$ cat src/mem_bus_settings.svh
`ifndef MEM_BUS_SETTINGS_SVH
`define MEM_BUS_SETTINGS_SVH

////////////////////////////////////////////////////////////
// memory bus widths
////////////////////////////////////////////////////////////

// byte address into memory
`define MB_ADDR_W 32

// one memory beat, a double word
`define MB_BEAT_W 64

// processor word, half a beat
`define MB_WORD_W 32

// memory transaction tag, zero means no tag
`define MB_TAG_W 4

`endif

$ cat src/bus_proto_pkg.sv
`include "mem_bus_settings.svh"

package bus_proto_pkg;

    ////////////////////////////////////////////////////////////
    // memory command and machine encodings
    ////////////////////////////////////////////////////////////

    // command on the memory port
    typedef enum logic [1:0] {
        cmd_none  = 2'h0,
        cmd_load  = 2'h1,
        cmd_store = 2'h2
    } bus_cmd_t;

    // bus transaction machine states
    typedef enum logic [2:0] {
        st_idle       = 3'h0,
        st_imem_load  = 3'h1,
        st_dmem_load  = 3'h2,
        st_dmem_store = 3'h3,
        st_settle     = 3'h4
    } bus_state_t;

    // who owns the current transaction
    typedef enum logic [1:0] {
        kind_none  = 2'h0,
        kind_fetch = 2'h1,
        kind_load  = 2'h2,
        kind_store = 2'h3
    } req_kind_t;

    // granted request, as offered to the bus
    typedef struct packed {
        req_kind_t              kind;
        logic [`MB_ADDR_W-1:0]  addr;
        // store payload, ignored for loads and fetches
        logic [`MB_WORD_W-1:0]  wdata;
    } bus_req_t;

endpackage

$ cat src/mem_word_pkg.sv
`include "mem_bus_settings.svh"

package mem_word_pkg;

    ////////////////////////////////////////////////////////////
    // memory beat views
    ////////////////////////////////////////////////////////////

    // one beat seen as a double word or as two words
    // words[0] sits in the low half
    typedef union packed {
        logic [`MB_BEAT_W-1:0]                               dword;
        logic [`MB_BEAT_W/`MB_WORD_W-1:0][`MB_WORD_W-1:0]    words;
    } mem_beat_u;

    // completion handed from the FSM to the router
    // word select comes from the held request, not from here
    typedef struct packed {
        bus_proto_pkg::req_kind_t kind;
        // high for the single completing cycle
        logic                     strobe;
    } bus_done_t;

endpackage

$ cat src/bus_request_select.sv
`timescale 1ns/100ps

`include "mem_bus_settings.svh"

module bus_request_select (
    input  logic                      clock,
    input  logic                      rst_n,
    input  logic                      fetch_req,
    input  logic [`MB_ADDR_W-1:0]     fetch_addr,
    input  bus_proto_pkg::bus_cmd_t   data_cmd,
    input  logic [`MB_ADDR_W-1:0]     data_addr,
    input  logic [`MB_WORD_W-1:0]     data_wdata,
    input  logic                      bus_idle,
    output bus_proto_pkg::bus_req_t   grant,
    output bus_proto_pkg::bus_req_t   held_req
);

    // request accepted at this edge
    logic issue;

    ////////////////////////////////////////////////////////////
    // arbitration, data side wins
    ////////////////////////////////////////////////////////////

    always_comb begin
        grant.kind  = bus_proto_pkg::kind_none;
        grant.addr  = '0;
        grant.wdata = '0;
        // nothing granted while a transaction is in flight
        if (bus_idle) begin
            if (data_cmd == bus_proto_pkg::cmd_store) begin
                grant.kind  = bus_proto_pkg::kind_store;
                grant.addr  = data_addr;
                grant.wdata = data_wdata;
            end else if (data_cmd == bus_proto_pkg::cmd_load) begin
                grant.kind = bus_proto_pkg::kind_load;
                grant.addr = data_addr;
            end else if (fetch_req) begin
                // fetch only when data side is quiet
                grant.kind = bus_proto_pkg::kind_fetch;
                grant.addr = fetch_addr;
            end
        end
    end

    assign issue = bus_idle && (grant.kind != bus_proto_pkg::kind_none);

    ////////////////////////////////////////////////////////////
    // held copy for the router
    ////////////////////////////////////////////////////////////

    // owner of the transaction
    always_ff @(posedge clock) begin
        if (!rst_n) begin
            held_req.kind <= bus_proto_pkg::kind_none;
        end else if (issue) begin
            held_req.kind <= grant.kind;
        end
    end

    // address bit 2 later picks the word half
    always_ff @(posedge clock) begin
        if (issue) begin
            held_req.addr  <= grant.addr;
            held_req.wdata <= grant.wdata;
        end
    end

endmodule

$ cat src/bus_transaction_fsm.sv
`timescale 1ns/100ps

`include "mem_bus_settings.svh"

module bus_transaction_fsm (
    input  logic                      clock,
    input  logic                      rst_n,
    input  bus_proto_pkg::bus_req_t   grant,
    input  logic [`MB_TAG_W-1:0]      mem_response,
    input  logic [`MB_TAG_W-1:0]      mem_tag,
    output logic                      bus_idle,
    output bus_proto_pkg::bus_cmd_t   mem_cmd,
    output logic [`MB_ADDR_W-1:0]     mem_addr,
    output logic [`MB_BEAT_W-1:0]     mem_wdata,
    output mem_word_pkg::bus_done_t   done
);

    bus_proto_pkg::bus_state_t state;
    bus_proto_pkg::bus_state_t state_next;
    bus_proto_pkg::bus_cmd_t   issue_cmd;
    // sticky copy of the last accepted tag
    logic [`MB_TAG_W-1:0]      resp_tag;
    logic                      resp_seen;
    logic                      resp_valid;
    logic                      issue;
    logic                      tag_hit;
    logic                      complete;

    assign bus_idle   = (state == bus_proto_pkg::st_idle);
    assign issue      = bus_idle && (grant.kind != bus_proto_pkg::kind_none);
    assign resp_valid = (mem_response != '0);
    assign issue_cmd  = (grant.kind == bus_proto_pkg::kind_store) ?
                        bus_proto_pkg::cmd_store : bus_proto_pkg::cmd_load;

    // beat tag against a response arriving now or the latched one
    always_comb begin
        if (mem_tag == '0) begin
            tag_hit = 1'b0;
        end else if (resp_valid) begin
            tag_hit = (mem_tag == mem_response);
        end else begin
            tag_hit = resp_seen && (mem_tag == resp_tag);
        end
    end

    ////////////////////////////////////////////////////////////
    // next state and completion
    ////////////////////////////////////////////////////////////

    always_comb begin
        state_next = state;
        complete   = 1'b0;
        done.kind  = bus_proto_pkg::kind_none;
        case (state)
            bus_proto_pkg::st_idle: begin
                if (issue) begin
                    case (grant.kind)
                        bus_proto_pkg::kind_fetch: state_next = bus_proto_pkg::st_imem_load;
                        bus_proto_pkg::kind_load:  state_next = bus_proto_pkg::st_dmem_load;
                        default:                   state_next = bus_proto_pkg::st_dmem_store;
                    endcase
                end
            end
            bus_proto_pkg::st_imem_load: begin
                done.kind = bus_proto_pkg::kind_fetch;
                complete  = tag_hit;
            end
            bus_proto_pkg::st_dmem_load: begin
                done.kind = bus_proto_pkg::kind_load;
                complete  = tag_hit;
            end
            bus_proto_pkg::st_dmem_store: begin
                // store is over once memory accepts it
                done.kind = bus_proto_pkg::kind_store;
                complete  = resp_valid;
            end
            bus_proto_pkg::st_settle: begin
                // one quiet cycle so the requester can drop its level
                state_next = bus_proto_pkg::st_idle;
            end
            default: begin
                state_next = bus_proto_pkg::st_idle;
            end
        endcase
        if (complete) begin
            state_next = bus_proto_pkg::st_settle;
        end
        done.strobe = complete;
    end

    ////////////////////////////////////////////////////////////
    // registers
    ////////////////////////////////////////////////////////////

    always_ff @(posedge clock) begin
        if (!rst_n) begin
            state     <= bus_proto_pkg::st_idle;
            mem_cmd   <= bus_proto_pkg::cmd_none;
            resp_tag  <= '0;
            resp_seen <= 1'b0;
        end else begin
            state <= state_next;
            // command strobe lasts exactly one cycle
            mem_cmd <= issue ? issue_cmd : bus_proto_pkg::cmd_none;
            if (resp_valid) begin
                resp_tag <= mem_response;
            end
            // forget the old tag at each new issue
            if (issue) begin
                resp_seen <= 1'b0;
            end else if (resp_valid) begin
                resp_seen <= 1'b1;
            end
        end
    end

    // address and store beat, valid with the command
    always_ff @(posedge clock) begin
        if (issue) begin
            mem_addr <= grant.addr;
            if (grant.kind == bus_proto_pkg::kind_store) begin
                mem_wdata <= {{(`MB_BEAT_W-`MB_WORD_W){1'b0}}, grant.wdata};
            end else begin
                mem_wdata <= '0;
            end
        end
    end

endmodule

$ cat src/response_router.sv
`timescale 1ns/100ps

`include "mem_bus_settings.svh"

module response_router (
    input  logic                      clock,
    input  logic                      rst_n,
    input  mem_word_pkg::bus_done_t   done,
    input  bus_proto_pkg::bus_req_t   held_req,
    input  mem_word_pkg::mem_beat_u   mem_data,
    output logic                      fetch_done,
    output logic [`MB_WORD_W-1:0]     fetch_inst,
    output logic                      load_done,
    output logic [`MB_WORD_W-1:0]     load_data,
    output logic                      store_done
);

    // word half picked from the beat
    logic [`MB_WORD_W-1:0] sel_word;
    logic                  hit_fetch;
    logic                  hit_load;
    logic                  hit_store;

    // address bit 2 chooses high or low word
    assign sel_word = mem_data.words[held_req.addr[2]];

    // decode the completion by owner
    assign hit_fetch = done.strobe && (done.kind == bus_proto_pkg::kind_fetch);
    assign hit_load  = done.strobe && (done.kind == bus_proto_pkg::kind_load);
    assign hit_store = done.strobe && (done.kind == bus_proto_pkg::kind_store);

    ////////////////////////////////////////////////////////////
    // completion pulses
    ////////////////////////////////////////////////////////////

    always_ff @(posedge clock) begin
        if (!rst_n) begin
            fetch_done <= 1'b0;
            load_done  <= 1'b0;
            store_done <= 1'b0;
        end else begin
            // done strobe is one cycle, so are these
            fetch_done <= hit_fetch;
            load_done  <= hit_load;
            store_done <= hit_store;
        end
    end

    // word capture, held until the next completion of that kind
    always_ff @(posedge clock) begin
        if (hit_fetch) begin
            fetch_inst <= sel_word;
        end
        if (hit_load) begin
            load_data <= sel_word;
        end
    end

endmodule

$ cat src/mem_bus_top.sv
`timescale 1ns/100ps

`include "mem_bus_settings.svh"

module mem_bus_top (
    input  logic                      clock,
    input  logic                      rst_n,
    // fetch side
    input  logic                      fetch_req,
    input  logic [`MB_ADDR_W-1:0]     fetch_addr,
    output logic                      fetch_done,
    output logic [`MB_WORD_W-1:0]     fetch_inst,
    // data side
    input  bus_proto_pkg::bus_cmd_t   data_cmd,
    input  logic [`MB_ADDR_W-1:0]     data_addr,
    input  logic [`MB_WORD_W-1:0]     data_wdata,
    output logic                      load_done,
    output logic [`MB_WORD_W-1:0]     load_data,
    output logic                      store_done,
    // memory port
    input  logic [`MB_TAG_W-1:0]      mem_response,
    input  logic [`MB_TAG_W-1:0]      mem_tag,
    input  mem_word_pkg::mem_beat_u   mem_data,
    output bus_proto_pkg::bus_cmd_t   mem_cmd,
    output logic [`MB_ADDR_W-1:0]     mem_addr,
    output logic [`MB_BEAT_W-1:0]     mem_wdata
);

    bus_proto_pkg::bus_req_t grant;
    bus_proto_pkg::bus_req_t held_req;
    mem_word_pkg::bus_done_t done;
    logic                    bus_idle;

    // request selection
    bus_request_select u_select (
        .clock      (clock),
        .rst_n      (rst_n),
        .fetch_req  (fetch_req),
        .fetch_addr (fetch_addr),
        .data_cmd   (data_cmd),
        .data_addr  (data_addr),
        .data_wdata (data_wdata),
        .bus_idle   (bus_idle),
        .grant      (grant),
        .held_req   (held_req)
    );

    // bus transaction machine
    bus_transaction_fsm u_fsm (
        .clock        (clock),
        .rst_n        (rst_n),
        .grant        (grant),
        .mem_response (mem_response),
        .mem_tag      (mem_tag),
        .bus_idle     (bus_idle),
        .mem_cmd      (mem_cmd),
        .mem_addr     (mem_addr),
        .mem_wdata    (mem_wdata),
        .done         (done)
    );

    // response routing
    response_router u_router (
        .clock      (clock),
        .rst_n      (rst_n),
        .done       (done),
        .held_req   (held_req),
        .mem_data   (mem_data),
        .fetch_done (fetch_done),
        .fetch_inst (fetch_inst),
        .load_done  (load_done),
        .load_data  (load_data),
        .store_done (store_done)
    );

endmodule

$ cat config.mk
export PLATFORM = sky130hd
export DESIGN_NAME = mem_bus_top
export DESIGN_NICKNAME = d
export VERILOG_FILES = /design/src/bus_proto_pkg.sv /design/src/mem_word_pkg.sv /design/src/bus_request_select.sv /design/src/bus_transaction_fsm.sv /design/src/response_router.sv /design/src/mem_bus_top.sv
export VERILOG_INCLUDE_DIRS = /design/src
export SDC_FILE = /design/constraint.sdc
export NUM_CORES = 1
export LEC_CHECK = 0
export BUFFER_PORTS_ARGS = -buffer_cell sky130_fd_sc_hd__buf_2
export CAP_MARGIN = 25
export CORE_AREA = 2 2 132 134
export DETAILED_ROUTE_END_ITERATION = 16
export DIE_AREA = 0 0 134 136
export PLACE_DENSITY_LB_ADDON = 0.1
export RECOVER_POWER = 25
export SLEW_MARGIN = 40
export SYNTH_ARGS = -nofsm -noshare
export SYNTH_HDL_FRONTEND = slang
export SYNTH_SLANG_ARGS = --single-unit
$ cat constraint.sdc
create_clock -name clock -period 4.7 [get_ports clock]
set_clock_uncertainty 0.1 [all_clocks]
set_input_delay 0.47 -clock clock [delete_from_list [all_inputs] [get_ports clock]]
set_output_delay 0.47 -clock clock [all_outputs]
set_load 0.1 [all_outputs]
# Yosys cells after proc, flatten, opt, wreduce, memory -nomap -nowiden
# Index checks and enable logic that the tools add are counted.
op_classes:
  addsub: 0
  multipliers: 0
  n_div: 0
  n_lt_le_gt_ge: 1
  eq_ne: 16
  shifts: 0
  n_mux: 16
  bitwise: 2
  reduce_logical: 16
ops:
  columns: ["cell", "n"]
  rows:
  - ["$mux 32", 3]
  - ["$mux 34", 2]
  - ["$mux 66", 1]
  - ["$mux 33", 1]
  - ["$eq 2x2->1 const B", 5]
  - ["$eq 4x4->1", 2]
  - ["$eq 2x1->1 const B", 3]
  - ["$eq 3x2->1 const B", 2]
  - ["$mux 3", 2]
  - ["$pmux 2 s3", 1]
  - ["$pmux 3 s2", 1]
  - ["$reduce_and 2->1", 3]
  - ["$reduce_or 2->1", 3]
  - ["$logic_and 1x1->1", 5]
  - ["$logic_not 4->1", 1]
  - ["$pmux 2 s2", 1]
  - ["$reduce_bool 4->1", 1]
  - ["$eq 3x1->1 const B", 1]
  - ["$logic_not 3->1", 1]
  - ["$ne 3x3->1 const B", 1]
  - ["$reduce_or 3->1", 1]
  - ["$lt 1x2->1 const B", 1]
  - ["$mux 1", 2]
  - ["$mux 2", 1]
  - ["5 further kinds", 6]
word_totals:
  regBits: 173
  latch_bits: 0
  ramBits: 0
  rom_bits: 0
  out_inout_bits: 165
  word_cells: 64
  memories: 0

# Logic depth before layout (Yosys ltp)
# Gate-level depths: netlist of run 1.
depth:
  ltp_word: 9
  ltp_mapped: 7
  ltp_nobuf: 6

# Cells and area by module
# From an unflattened synthesis of run 1, not the netlist that was laid out.
unflattened:
  hier_cells: 531
  hier_area_um2: 8552.0
modules_own_cells:
  columns: ["mod", "instances", "cells_each", "area_per_inst_um2"]
  rows:
  - ["bus_request_select", 1, 231, 3099.2]
  - ["bus_transaction_fsm", 1, 192, 2880.3]
  - ["response_router", 1, 108, 2572.5]

# Worst setup path after synthesis of run 1
# No wires, ideal clock.
synth_timing:
  path_type: "input to register"
  start: "in data_cmd[0]"
  end: "reg u_fsm.mem_addr[0] (enable)"
  t_arrival_ns: 4.040
  slack_ns: 0.051
  cell_stages: 4
  path_cell_list: "inv_1 ha_1 a21oi_1 a21oi_1"
synth_via:
  elab_chain_cells: 6
  word_cells_on_any_way: 7
  cone_classes: "eq/ne: 2; mux: 3; reduce/logical: 2"
synth_rtl:
  columns: ["item", "line_no", "text"]
  rows:
  - ["from (decl)", "mem_bus_top.sv:14", "input bus_proto_pkg::bus_cmd_t data_cmd,"]
  - ["$eq 2x1->1", "bus_request_select.sv:35", "end else if (data_cmd == bus_proto_pkg::cmd_load) begin"]
  - ["$mux 34", "bus_request_select.sv:35", null]
  - ["$mux 34 *", "bus_request_select.sv:31", "if (data_cmd == bus_proto_pkg::cmd_store) begin"]
  - ["$mux 66 *", "bus_request_select.sv:30", "if (bus_idle) begin"]
  - ["$reduce_bool 2->1 *", "bus_transaction_fsm.sv:30", "assign issue = bus_idle && (grant.kind != bus_proto_pkg::kind_none);"]
  - ["$logic_and 1x1->1 *", "bus_transaction_fsm.sv:30", null]
  - ["via u_fsm.issue", "bus_transaction_fsm.sv:25", "logic issue;"]
  - ["to (signal assigned)", "bus_transaction_fsm.sv:120", "mem_addr <= grant.addr;"]
  - ["to (decl)", "bus_transaction_fsm.sv:13", "output logic [`MB_ADDR_W-1:0] mem_addr,"]
# The timed path passes the listed nets; every way through them passes the cells marked *.
# A chain may end at the register's enable or synchronous reset.

# Worst setup path in the final report of run 1
layout_timing:
  start: "in mem_response[3]"
  end: "reg u_router.load_data[26] (enable)"
layout_via:
  elab_chain_cells: 5
  word_cells_on_any_way: 6
  cone_classes: "eq/ne: 1; mux: 3; reduce/logical: 2"
layout_rtl:
  columns: ["item", "line_no", "text"]
  rows:
  - ["from (decl)", "mem_bus_top.sv:21", "input logic [`MB_TAG_W-1:0] mem_response,"]
  - ["$eq 4x4->1 or $reduce_bool 4->1 (tied branches)", "bus_transaction_fsm.sv:40, bus_transaction_fsm.sv:31", null]
  - ["$mux 1", "bus_transaction_fsm.sv:39", "end else if (resp_valid) begin"]
  - ["$mux 1", "bus_transaction_fsm.sv:37", "if (mem_tag == '0) begin"]
  - ["$pmux 1 s2 *", "bus_transaction_fsm.sv:54", "case (state)"]
  - ["$logic_and 1x1->1 *", "response_router.sv:29", "assign hit_load = done.strobe && (done.kind == bus_proto_pkg::kind_load);"]
  - ["via u_router.hit_load", "response_router.sv:21", "logic hit_load;"]
  - ["to (signal assigned)", "response_router.sv:55", "load_data <= sel_word;"]
  - ["to (decl)", "response_router.sv:14", "output logic [`MB_WORD_W-1:0] load_data,"]
# Marks and branches as above.

==> summary.md, run 1 <==
| Metric | Value |
|---|---|
| Routed vias/inst | 4.475 |
| Worst path cell trace | clkbuf_1 -> nor4_1 -> a41oi_1 -> a2111oi_4 -> o21ai_0 -> nor3_2 -> buf_4 |
| P_leak | 3.566 nW |
| Hold buffers post-CTS | 0 |
| DR WL/cell | 16.55 µm |
| Clk_lat worst skew | 0.42 ns |
| Slew headroom | 18.47% |
| Area grow syn2layout | 39.87% |
| Port buffer count | 305 |
| Vias in the first global route | 4180 |
| DR vias | 4171 |
| Slowest stage delay, CP | 0.66 ns |
| Status | finished, final reports clean |
| Die Y | 136 µm |
| Core area | 0.01688 mm² |
| Mapped cell area | 0.005743 mm² |
| Metal3 WL | 1162 µm |
| GRT Total Usage | 16.41% |
| TritonCTS Sinks | 141 |
| Crit path max fanout | 32 |
| First-pass GRT wire length | 21990 µm |
| Wire length on met2 | 8242 µm |
| Synthesized area per cell | 15.11 µm² |
| Postcts setup bufs | 0 |
| Cell Area, Placed | 0.007488 mm² |
| Max Cap Violations | 0 |
| H-tree depth | 4 |
| Crit path DAT | 2.76 ns |
| Setup TNS | 0 ns |
| Die W | 134 µm |
| Slew Limit Fails | 0 |
| Reg2Reg Depth | 5 |
| Max Used Layer | met4 |
| Detailed placement HPWL | 11890 µm |
| Num ports | 338 |
| Hold_ws | 0.2186 ns |
| CTS buffer count | 17 |
| Worst Tran Pin Value | 1.228 ns |
| Hold endpoint | u_fsm.resp_tag[0] |
| CP Data Required Time | 4.66 ns |
| Row count | 48 |
| Final Cycle Share | 59.57% |
| Register bit total from synthesis | 141 |
| Final count of hold timing violations | 0 |
| RSZ-0062 raised after global routing | no |
| Nets@finish | 867 |
| CTS tree | done |
| RD Place Congestion | 0.7532 |
| Largest net degree at the start of global routing | 39 |
| Root buffer cell | clkbuf_16 |
| DRC | 0 |
| Syn Inst Count | 380 |
| Unique masters post-synth | 32 |
| Detailed Routing Iterations Pass 1 | 4 |
| R2R Setup Slk | 2.20 ns |
| Total Power | 4.506 mW |
| Starting density of the core | 34.03% |
| Antenna violations before repair | 2 |
| Fmax | 357.2 MHz |
| Detailed Route WL | 15430 µm |
| YS warnings | 0 |
| Worst hold path class | in -> reg |
| Iter 0 DRT Violations | 159 |
| CP Capture Type | register |
| Max IR drop VDD | 0.2557 mV |
| Setup violators final | 0 |
| Die ar. | 0.01822 mm² |
| Met1 Wirelength | 5791 µm |
| Worst Setup Path Type | in -> reg |
| Finished Cell Area | 0.008033 mm² |
| Clock-pin slew on the worst setup and hold paths | 0.06 ns |
| Critical-path top delay cell | nor4_1 |
| Worst r2r dst | u_router.load_data[26] |
| Sequential cell area fraction in the yosys report | 71.46% |
| Reg2reg start | u_fsm.state[1] |
| Post-CTS Resized | 0 |
| PD cells | 561.0 mW/mm² |
| Setup crit start kind | input port |
| Worst hold path stage count | 3 |
| Final Critical Period | 2.800 ns |
| Post-route ant nets | 0 |
| Share of cells above drive strength 1 | 50.50% |
| GRT overflow | 0 |
| Hold_sp | mem_response[0] |
| CTS Buffer Depth | 2 |
-- power breakdown --
part / internal [mW] / switching [mW]
Sequential: 1.56 / 0.0531
Combinational: 0.247 / 1.30
Clock: 0.830 / 0.509
-- area by class of cell --
cell class	instances	area (µm²)
Multi-Input combinational cell	213	1426
Clock inverter	15	170.2
Timing Repair Buffer	315	1605
Fill cell	1565	8843
Antenna cell	2	5.005
Clock buffer	17	425.4
Sequential cell	141	4104
Inverter	4	15.01
Tap cell	225	281.5
-- cells in the final DEF, fill, tap and decap left out, drive strengths merged, types with 13 or more instances in the layout --
cell    instances
dfxtp          13
nor2           41
a22oi          32
mux2           32
and3           32
edfxtp        128
clkbuf         30
buf           302
conb           32
-- registers in the layout (all words and copies together), names as in the netlist --
| signal | flops |
|---|---|
| u_fsm.mem_addr | 32 |
| u_fsm.mem_wdata | 32 |
| u_router.fetch_inst | 32 |
| u_router.load_data | 32 |
| u_fsm.resp_tag | 4 |
| u_fsm.state | 3 |
| u_fsm.mem_cmd | 2 |
| u_fsm.resp_seen | 1 |
| u_router.fetch_done | 1 |
| u_router.load_done | 1 |
| u_router.store_done | 1 |
-- kinds of logic after synthesis --
group | count (synthesis) | synth area share, %
DFF | 141 | 71.46
and+or+nand+nor | 92 | 8.301
buffers and inverters | 57 | 5.817
AOI/OAI and AO/OA | 46 | 6.275
muxes | 32 | 6.275
xor gates and xnor gates | 9 | 1.373
adders and majority gates | 2 | 0.4357
other | 1 | 0.06530
-- worst max-delay path: cells and delay by family --
family | cells | cell delay, ns
AND/OR/NAND/NOR | 2 | 0.87
buffers and inverters | 2 | 0.54
AO/OA/AOI/OAI | 3 | 0.85
-- worst max-delay path by stage --
stage / to / slack (ns) / start / depth (start not counted)
global route: u_router.fetch_inst[13] / 1.59 / mem_response[3] / 7
CTS: u_router.load_data[13] / 2.44 / u_fsm.state[1] / 5
detailed placement: u_router.fetch_inst[19] / 2.05 / mem_response[3] / 7
global placement: u_fsm.mem_wdata[16] / 1.47 / data_cmd[0] / 6
finish: u_router.load_data[26] / 1.90 / mem_response[3] / 7
floorplan: u_fsm.mem_addr[0] / 0.05 / data_cmd[0] / 4
-- cells in the mapped netlist --
master,number,area [µm²]
o21ai_0,1,5.000
a2111oi_4,1,27.53
conb_1,1,3.750
a22oi_1,32,240.2
nor4_1,2,12.51
nand2b_1,3,18.77
nor2_1,41,153.9
o22ai_1,1,6.260
clkbuf_1,18,67.56
a31oi_1,1,6.260
nor3_1,6,30.03
inv_1,4,15.01
a41oi_2,1,16.27
edfxtp_1,128,3844
nor4_4,1,21.27
buf_4,32,240.2
and3_1,32,200.2
a21oi_1,6,30.03
nand3_1,1,5.000
nand2_1,2,7.510
or4_1,1,7.510
mux2_2,32,360.4
nor3b_1,1,7.510
ha_1,2,25.02
dfxtp_1,13,260.3
o21ai_2,1,8.760
xor2_1,3,26.28
or3_1,1,6.260
o211a_1,2,20.02
xnor2_1,6,52.55
or2_2,1,6.260
buf_1,3,11.26
-- through the flow --
stage | utilization, % | cells | setup WS, ns
finish | 47.60 | 932 | 1.900
global route | 47.60 | 932 | 1.591
CTS | 47.90 | 930 | 2.439
detailed placement | 44.37 | 898 | 2.048
global placement | 44.11 | 895 | 1.469
floorplan | - | 411 | 0.05125
-- metal layers --
layer  global-route usage [%]  up-vias
met5                        0        -
li1                         -     1994
met1                    17.38     1952
met4                    7.092        0
met2                    29.34      209
met3                    6.078       16
No activity file was read; power rests on OpenSTA's default activity.
==> inputs of run 2 (changes only) <==
--- a/config.mk
+++ b/config.mk
@@ -6,11 +6,12 @@
 export SDC_FILE = /design/constraint.sdc
 export NUM_CORES = 1
 export LEC_CHECK = 0
+export ABC_AREA = 1
 export BUFFER_PORTS_ARGS = -buffer_cell sky130_fd_sc_hd__buf_2
 export CAP_MARGIN = 25
-export CORE_AREA = 2 2 132 134
+export CORE_AREA = 2 2 131 133
 export DETAILED_ROUTE_END_ITERATION = 16
-export DIE_AREA = 0 0 134 136
+export DIE_AREA = 0 0 133 135
 export PLACE_DENSITY_LB_ADDON = 0.1
 export RECOVER_POWER = 25
 export SLEW_MARGIN = 40
==> constraint.sdc (replaced) <==
create_clock -name clock -period 2.88 [get_ports clock]
set_clock_uncertainty 0.1 [all_clocks]
set_input_delay 0.288 -clock clock [delete_from_list [all_inputs] [get_ports clock]]
set_output_delay 0.288 -clock clock [all_outputs]
set_load 0.1 [all_outputs]
==> summary.md, run 2 <==
| Metric | Value |
|---|---|
| Top-count cell post-synth | edfxtp_1 |
| Share of the synthesized area in the top cell type | 62.36% |
| GRT overflow | 0 |
| Slew Limit Fails | 0 |
| Routed vias/inst | 4.386 |
| Area grow syn2layout | 35.22% |
| CTS tree | done |
| Detailed Route WL | 15990 µm |
| Post-CTS Resized | 0 |
| Clock-pin slew on the worst setup and hold paths | 0.06 ns |
| Die W | 133 µm |
| Nets@finish | 973 |
| P_leak | 3.834 nW |
| Reg2reg start | u_fsm.state[1] |
| Die ar. | 0.01796 mm² |
| Port buffer count | 305 |
| Setup violators final | 0 |
| Worst hold path class | in -> reg |
| Setup TNS | 0 ns |
| Share of cells above drive strength 1 | 49.20% |
| Status | finished, final reports clean |
| GRT Total Usage | 17.39% |
| Hold_sp | mem_response[0] |
| DR WL/cell | 15.48 µm |
| DRC | 0 |
| H-tree depth | 4 |
| Num ports | 338 |
| Hold buffers post-CTS | 0 |
| CTS buffer count | 17 |
| Prevailing post-synth register cell | edfxtp_1 |
| Crit path max fanout | 33 |
| Worst Setup Path Type | reg -> out |
| Final count of hold timing violations | 0 |
| Clk_lat worst skew | 0.41 ns |
| Synthesized area per cell | 12.71 µm² |
| Most frequent cells in the layout | buf_2, edfxtp_1, nand2_1 |
| DR vias | 4531 |
| Final Cycle Share | 82.06% |
| Ys async rst share | 0% |
| Filler cell count | 1529 |
| CTS Buffer Depth | 2 |
| Post-route ant nets | 0 |
| First-pass GRT wire length | 23430 µm |
| Area leader, netlist | edfxtp_1 |
| Sequential Area | 0.004104 mm² |
| CP Data Required Time | 2.49 ns |
| Antenna violations before repair | 2 |
| Final Critical Period | 2.363 ns |
| Unique masters post-synth | 33 |
| Core area | 0.01641 mm² |
| Detailed placement HPWL | 12440 µm |
| Syn Inst Count | 485 |
| Largest net degree at the start of global routing | 37 |
| Commonest non-fill, non-tap cell in the layout | buf_2 |
| Postcts setup bufs | 0 |
| Reg2Reg Depth | 4 |
| Mapped cell area | 0.006163 mm² |
| Starting density of the core | 37.57% |
| Max Cap Violations | 0 |
| Footprint of the multi-input gates | 0.001539 mm² |
| Post-synth EDFFs | 128 |
| YS warnings | 0 |
| Worst Tran Pin Value | 1.435 ns |
| Synth top area cells | edfxtp_1, mux2_2, buf_4, dfxtp_1, nand2_1 |
| PD cells | 958.2 mW/mm² |
| Sequential cell area fraction in the yosys report | 66.59% |
| TritonCTS Sinks | 141 |
| Row count | 47 |
| Max IR drop VDD | 0.4974 mV |
| Critical path origin | u_fsm.mem_addr[2] |
| Setup crit start kind | register |
| Die Y | 135 µm |
| Iter 0 DRT Violations | 193 |
| Crit path DAT | 1.98 ns |
| CP Capture Type | output pin |
| Detailed Routing Iterations Pass 1 | 6 |
| Synth top cells by count | edfxtp_1, nand2_1, inv_1 |
| RD Place Congestion | 0.8192 |
| Final core occ | 50.80% |
| Fmax | 423.1 MHz |
| Root buffer cell | clkbuf_16 |
| RSZ-0062 raised after global routing | no |
| Slew headroom | 4.012% |
| Vias in the first global route | 4385 |
| Worst hold path stage count | 3 |
| Register bit total from synthesis | 141 |
[run 2: layout make-up]
class                      instances  area share (%)
timing repair buffer             315           19.41
multi-input combinational        264           18.47
clock inverter                    14           1.711
sequential                       141           49.24
inverter                          59           2.657
antenna                            2         0.06005
tap                              220           3.303
clock buffer                      18           5.149
[run 2: power breakdown]
part,leakage [nW],internal [mW],switching [mW]
clock network,0.277,1.27,0.817
registers,1.34,2.64,0.0695
logic,2.22,0.496,2.69
[run 2: kinds of logic after synthesis]
family,after synthesis,synth area share [%]
DFF,141,66.59
and+or+nand+nor,126,8.628
buffers and inverters,111,9.764
AOI/OAI and AO/OA,71,8.567
muxes,32,5.846
adders and majority gates,2,0.4059
other,1,0.06084
xor gates and xnor gates,1,0.1421
[run 2: final timing paths]
check | end | slack (ns)
worst max-delay path | mem_addr[2] | 0.52
worst min-delay path | u_fsm.resp_tag[0] | 0.05
worst max register to register | u_fsm.mem_addr[1] | 0.69
worst min register to register | u_fsm.resp_tag[0] | 0.38
[run 2: worst max-delay path: stages, from the launching register on]
cell      delay [ns]
edfxtp_1        0.31
clkbuf_2        0.67
buf_2           0.57
[run 2: per-stage QoR]
stage | std cells | cell area [µm²] | total power [mW] | hold slack [ns] | worst slack (ns)
6_report | 1033 | 8334 | 7.986 | 0.04960 | 0.5167
5_1_grt | 1033 | 8334 | 8.288 | 0.03662 | 0.4165
4_1_cts | 1031 | 8403 | 8.127 | 0.01014 | 0.8225
3_5_place_dp | 999 | 7831 | 6.010 | 0.3775 | 0.6398
3_3_place_gp | 999 | 7831 | 5.983 | 0.3648 | 0.7029
2_1_floorplan | 516 | 6287 | 5.534 | 0.3055 | 0.1919
[run 2: routing by layer]
layer  wire (µm)  GRT usage (%)  share of wire, %
met3        1159          5.218               7.2
met4         293          7.706               1.8
met5           0              0                 0
met2        8440          31.61                53
met1        6094          18.74                38
==> inputs of run 3 (changes only) <==
--- a/config.mk
+++ b/config.mk
@@ -6,12 +6,12 @@
 export SDC_FILE = /design/constraint.sdc
 export NUM_CORES = 1
 export LEC_CHECK = 0
-export ABC_AREA = 1
+export ABC_AREA = 0
 export BUFFER_PORTS_ARGS = -buffer_cell sky130_fd_sc_hd__buf_2
 export CAP_MARGIN = 25
-export CORE_AREA = 2 2 131 133
+export CORE_AREA = 2 2 132 134
 export DETAILED_ROUTE_END_ITERATION = 16
-export DIE_AREA = 0 0 133 135
+export DIE_AREA = 0 0 134 136
 export PLACE_DENSITY_LB_ADDON = 0.1
 export RECOVER_POWER = 25
 export SLEW_MARGIN = 40
==> constraint.sdc (replaced) <==
create_clock -name clock -period 2.4 [get_ports clock]
set_clock_uncertainty 0.1 [all_clocks]
set_input_delay 0.24 -clock clock [delete_from_list [all_inputs] [get_ports clock]]
set_output_delay 0.24 -clock clock [all_outputs]
set_load 0.1 [all_outputs]
==> summary.md, run 3 (same netlist as run 1, synthesis figures left out) <==
| Metric | Value |
|---|---|
| R2R Setup Slk | 0.27 ns |
| Crit path DAT | 2.14 ns |
| CTS Buffer Depth | 2 |
| Post-CTS Resized | 0 |
| Root buffer cell | clkbuf_16 |
| GRT overflow | 0 |
| Placed cell count | 899 |
| Post-route ant nets | 0 |
| Commonest non-fill, non-tap cell in the layout | buf_2 |
| CP Capture Type | register |
| Final Critical Period | 2.132 ns |
| Postcts setup bufs | 0 |
| Num ports | 338 |
| DRC | 0 |
| Slew Limit Fails | 0 |
| Ant. Diodes | 0 |
| Total Power | 8.681 mW |
| Die Y | 136 µm |
| Worst hold path class | in -> reg |
| Die W | 134 µm |
| Setup violators final | 0 |
| Iter 0 DRT Violations | 234 |
| CTS buffer count | 17 |
| RD Place Congestion | 0.8593 |
| First-pass GRT wire length | 22820 µm |
| Detailed Route WL | 15890 µm |
| GRT Total Usage | 16.97% |
| Cell-internal power | 4.978 mW |
| Crit path max fanout | 32 |
| Max Cap Violations | 0 |
| Hold_ws | 0.02136 ns |
| Fmax | 469.0 MHz |
| Setup crit start kind | register |
| Status | finished, final reports clean |
| DR vias | 4249 |
| Hold endpoint | u_fsm.resp_tag[1] |
| Share of cells above drive strength 1 | 48.94% |
| Clock power share | 28.6% |
| Sw frac | 42.66% |
| Footprint of the multi-input gates | 0.001460 mm² |
| Filler cell count | 1571 |
| Die ar. | 0.01822 mm² |
| Largest net degree at the start of global routing | 43 |
| Nets@finish | 869 |
| Hold_sp | mem_response[1] |
| Routed vias/inst | 4.559 |
| Row count | 48 |
| Reg2reg start | u_fsm.state[1] |
| Detailed Routing Iterations Pass 1 | 4 |
| P_leak | 3.480 nW |
| Sequential Area | 0.004109 mm² |
| Sequential share of power | 36.2% |
| Worst Setup Path Type | reg -> reg |
| Vias in the first global route | 4157 |
| Worst Tran Pin Value | 1.220 ns |
| Max IR drop VDD | 0.4599 mV |
| Hold buffers post-CTS | 1 |
| Setup TNS | 0 ns |
| Final count of hold timing violations | 0 |
| Cell Area, Placed | 0.007532 mm² |
| Cell Count, Final, Fillers Out | 932 |
| Most frequent cells in the layout | buf_2, edfxtp_1, clkbuf_1 |
| Antenna violations before repair | 0 |
| Port buffer count | 305 |
| Starting density of the core | 34.03% |
| PD cells | 1079 mW/mm² |
| Comb pwr share | 35.2% |
| Clock-pin slew on the worst setup and hold paths | 0.06 ns |
| Area grow syn2layout | 40.09% |
| CP Data Required Time | 2.40 ns |
| Slew headroom | 18.99% |
| H-tree depth | 4 |
| RSZ-0062 raised after global routing | no |
| Final Cycle Share | 88.83% |
| CTS tree | done |
| DR WL/cell | 17.05 µm |
| Core area | 0.01688 mm² |
| Finished Cell Area | 0.008045 mm² |
| Detailed placement HPWL | 12020 µm |
| Reg2Reg Depth | 5 |
| TritonCTS Sinks | 141 |
| Worst r2r dst | u_router.load_data[12] |
| Worst hold path stage count | 3 |
| Sw Pwr | 3.703 mW |
| Clk_lat worst skew | 0.42 ns |
[run 3: cell types whose count changed in the layout (fill, tap and decap cells not counted), sizes merged, moves of 7 or more]
cell    before  now
a21oi       37    6
a22oi        0   32
and3         0   32
buf        310  273
clkbuf      23   60
inv         59    7
nand2       65    2
nor2        48   41
o21ai       30    2
[run 3: layer usage]
metal | GRT usage (%) | share of wire, % | up-vias
li1 | - | - | 2006
met1 | 18.40 | 37 | 1991
met2 | 30.60 | 53 | 233
met3 | 5.481 | 8.7 | 19
met4 | 7.033 | 1.7 | 0
met5 | 0 | 0 | -
[run 3: how the worst max path moves through the flow]
stage                                from                      end  slack, ns
after global routing       u_fsm.state[1]         u_fsm.mem_cmd[1]       0.06
after detailed placement  mem_response[3]   u_router.load_data[25]       0.09
after floorplan           mem_response[3]   u_router.fetch_inst[0]      -0.06
after CTS                  u_fsm.state[1]   u_router.load_data[25]       0.22
after global placement    mem_response[3]  u_router.fetch_inst[13]       0.22
final                      u_fsm.state[1]   u_router.load_data[12]       0.27
[run 3: through the flow]
step                util (%)  setup slack, ns
global route           47.67          0.06375
global placement       44.63           0.2235
finish                 47.67           0.2680
CTS                    48.04           0.2162
floorplan                  -         -0.05608
detailed placement     44.63          0.08880
[run 3: critical path, stage by stage (launching register included)]
cell,delay (ns)
dfxtp_1,0.45
nand2b_1,0.21
a2111oi_4,0.40
o21ai_2,0.20
nor3_4,0.20
buf_12,0.23
[run 3: cell type report]
type / count / share of cell area (%)
Sequential cell: 141 / 51.07
Clock inverter: 15 / 1.742
Multi-Input combinational cell: 213 / 18.15
Clock buffer: 17 / 5.288
Inverter: 4 / 0.1866
Tap cell: 225 / 3.499
Timing Repair Buffer: 317 / 20.06
[run 3: power by group through the flow]
stage               Combinational (mW)  Sequential, mW  Clock, mW
finish                            3.06            3.14       2.49
global route                      3.17            3.17       2.64
CTS                               3.11            3.14       2.54
detailed placement                3.10            3.19          0
global placement                  3.09            3.18          0
floorplan                        0.760            4.98          0
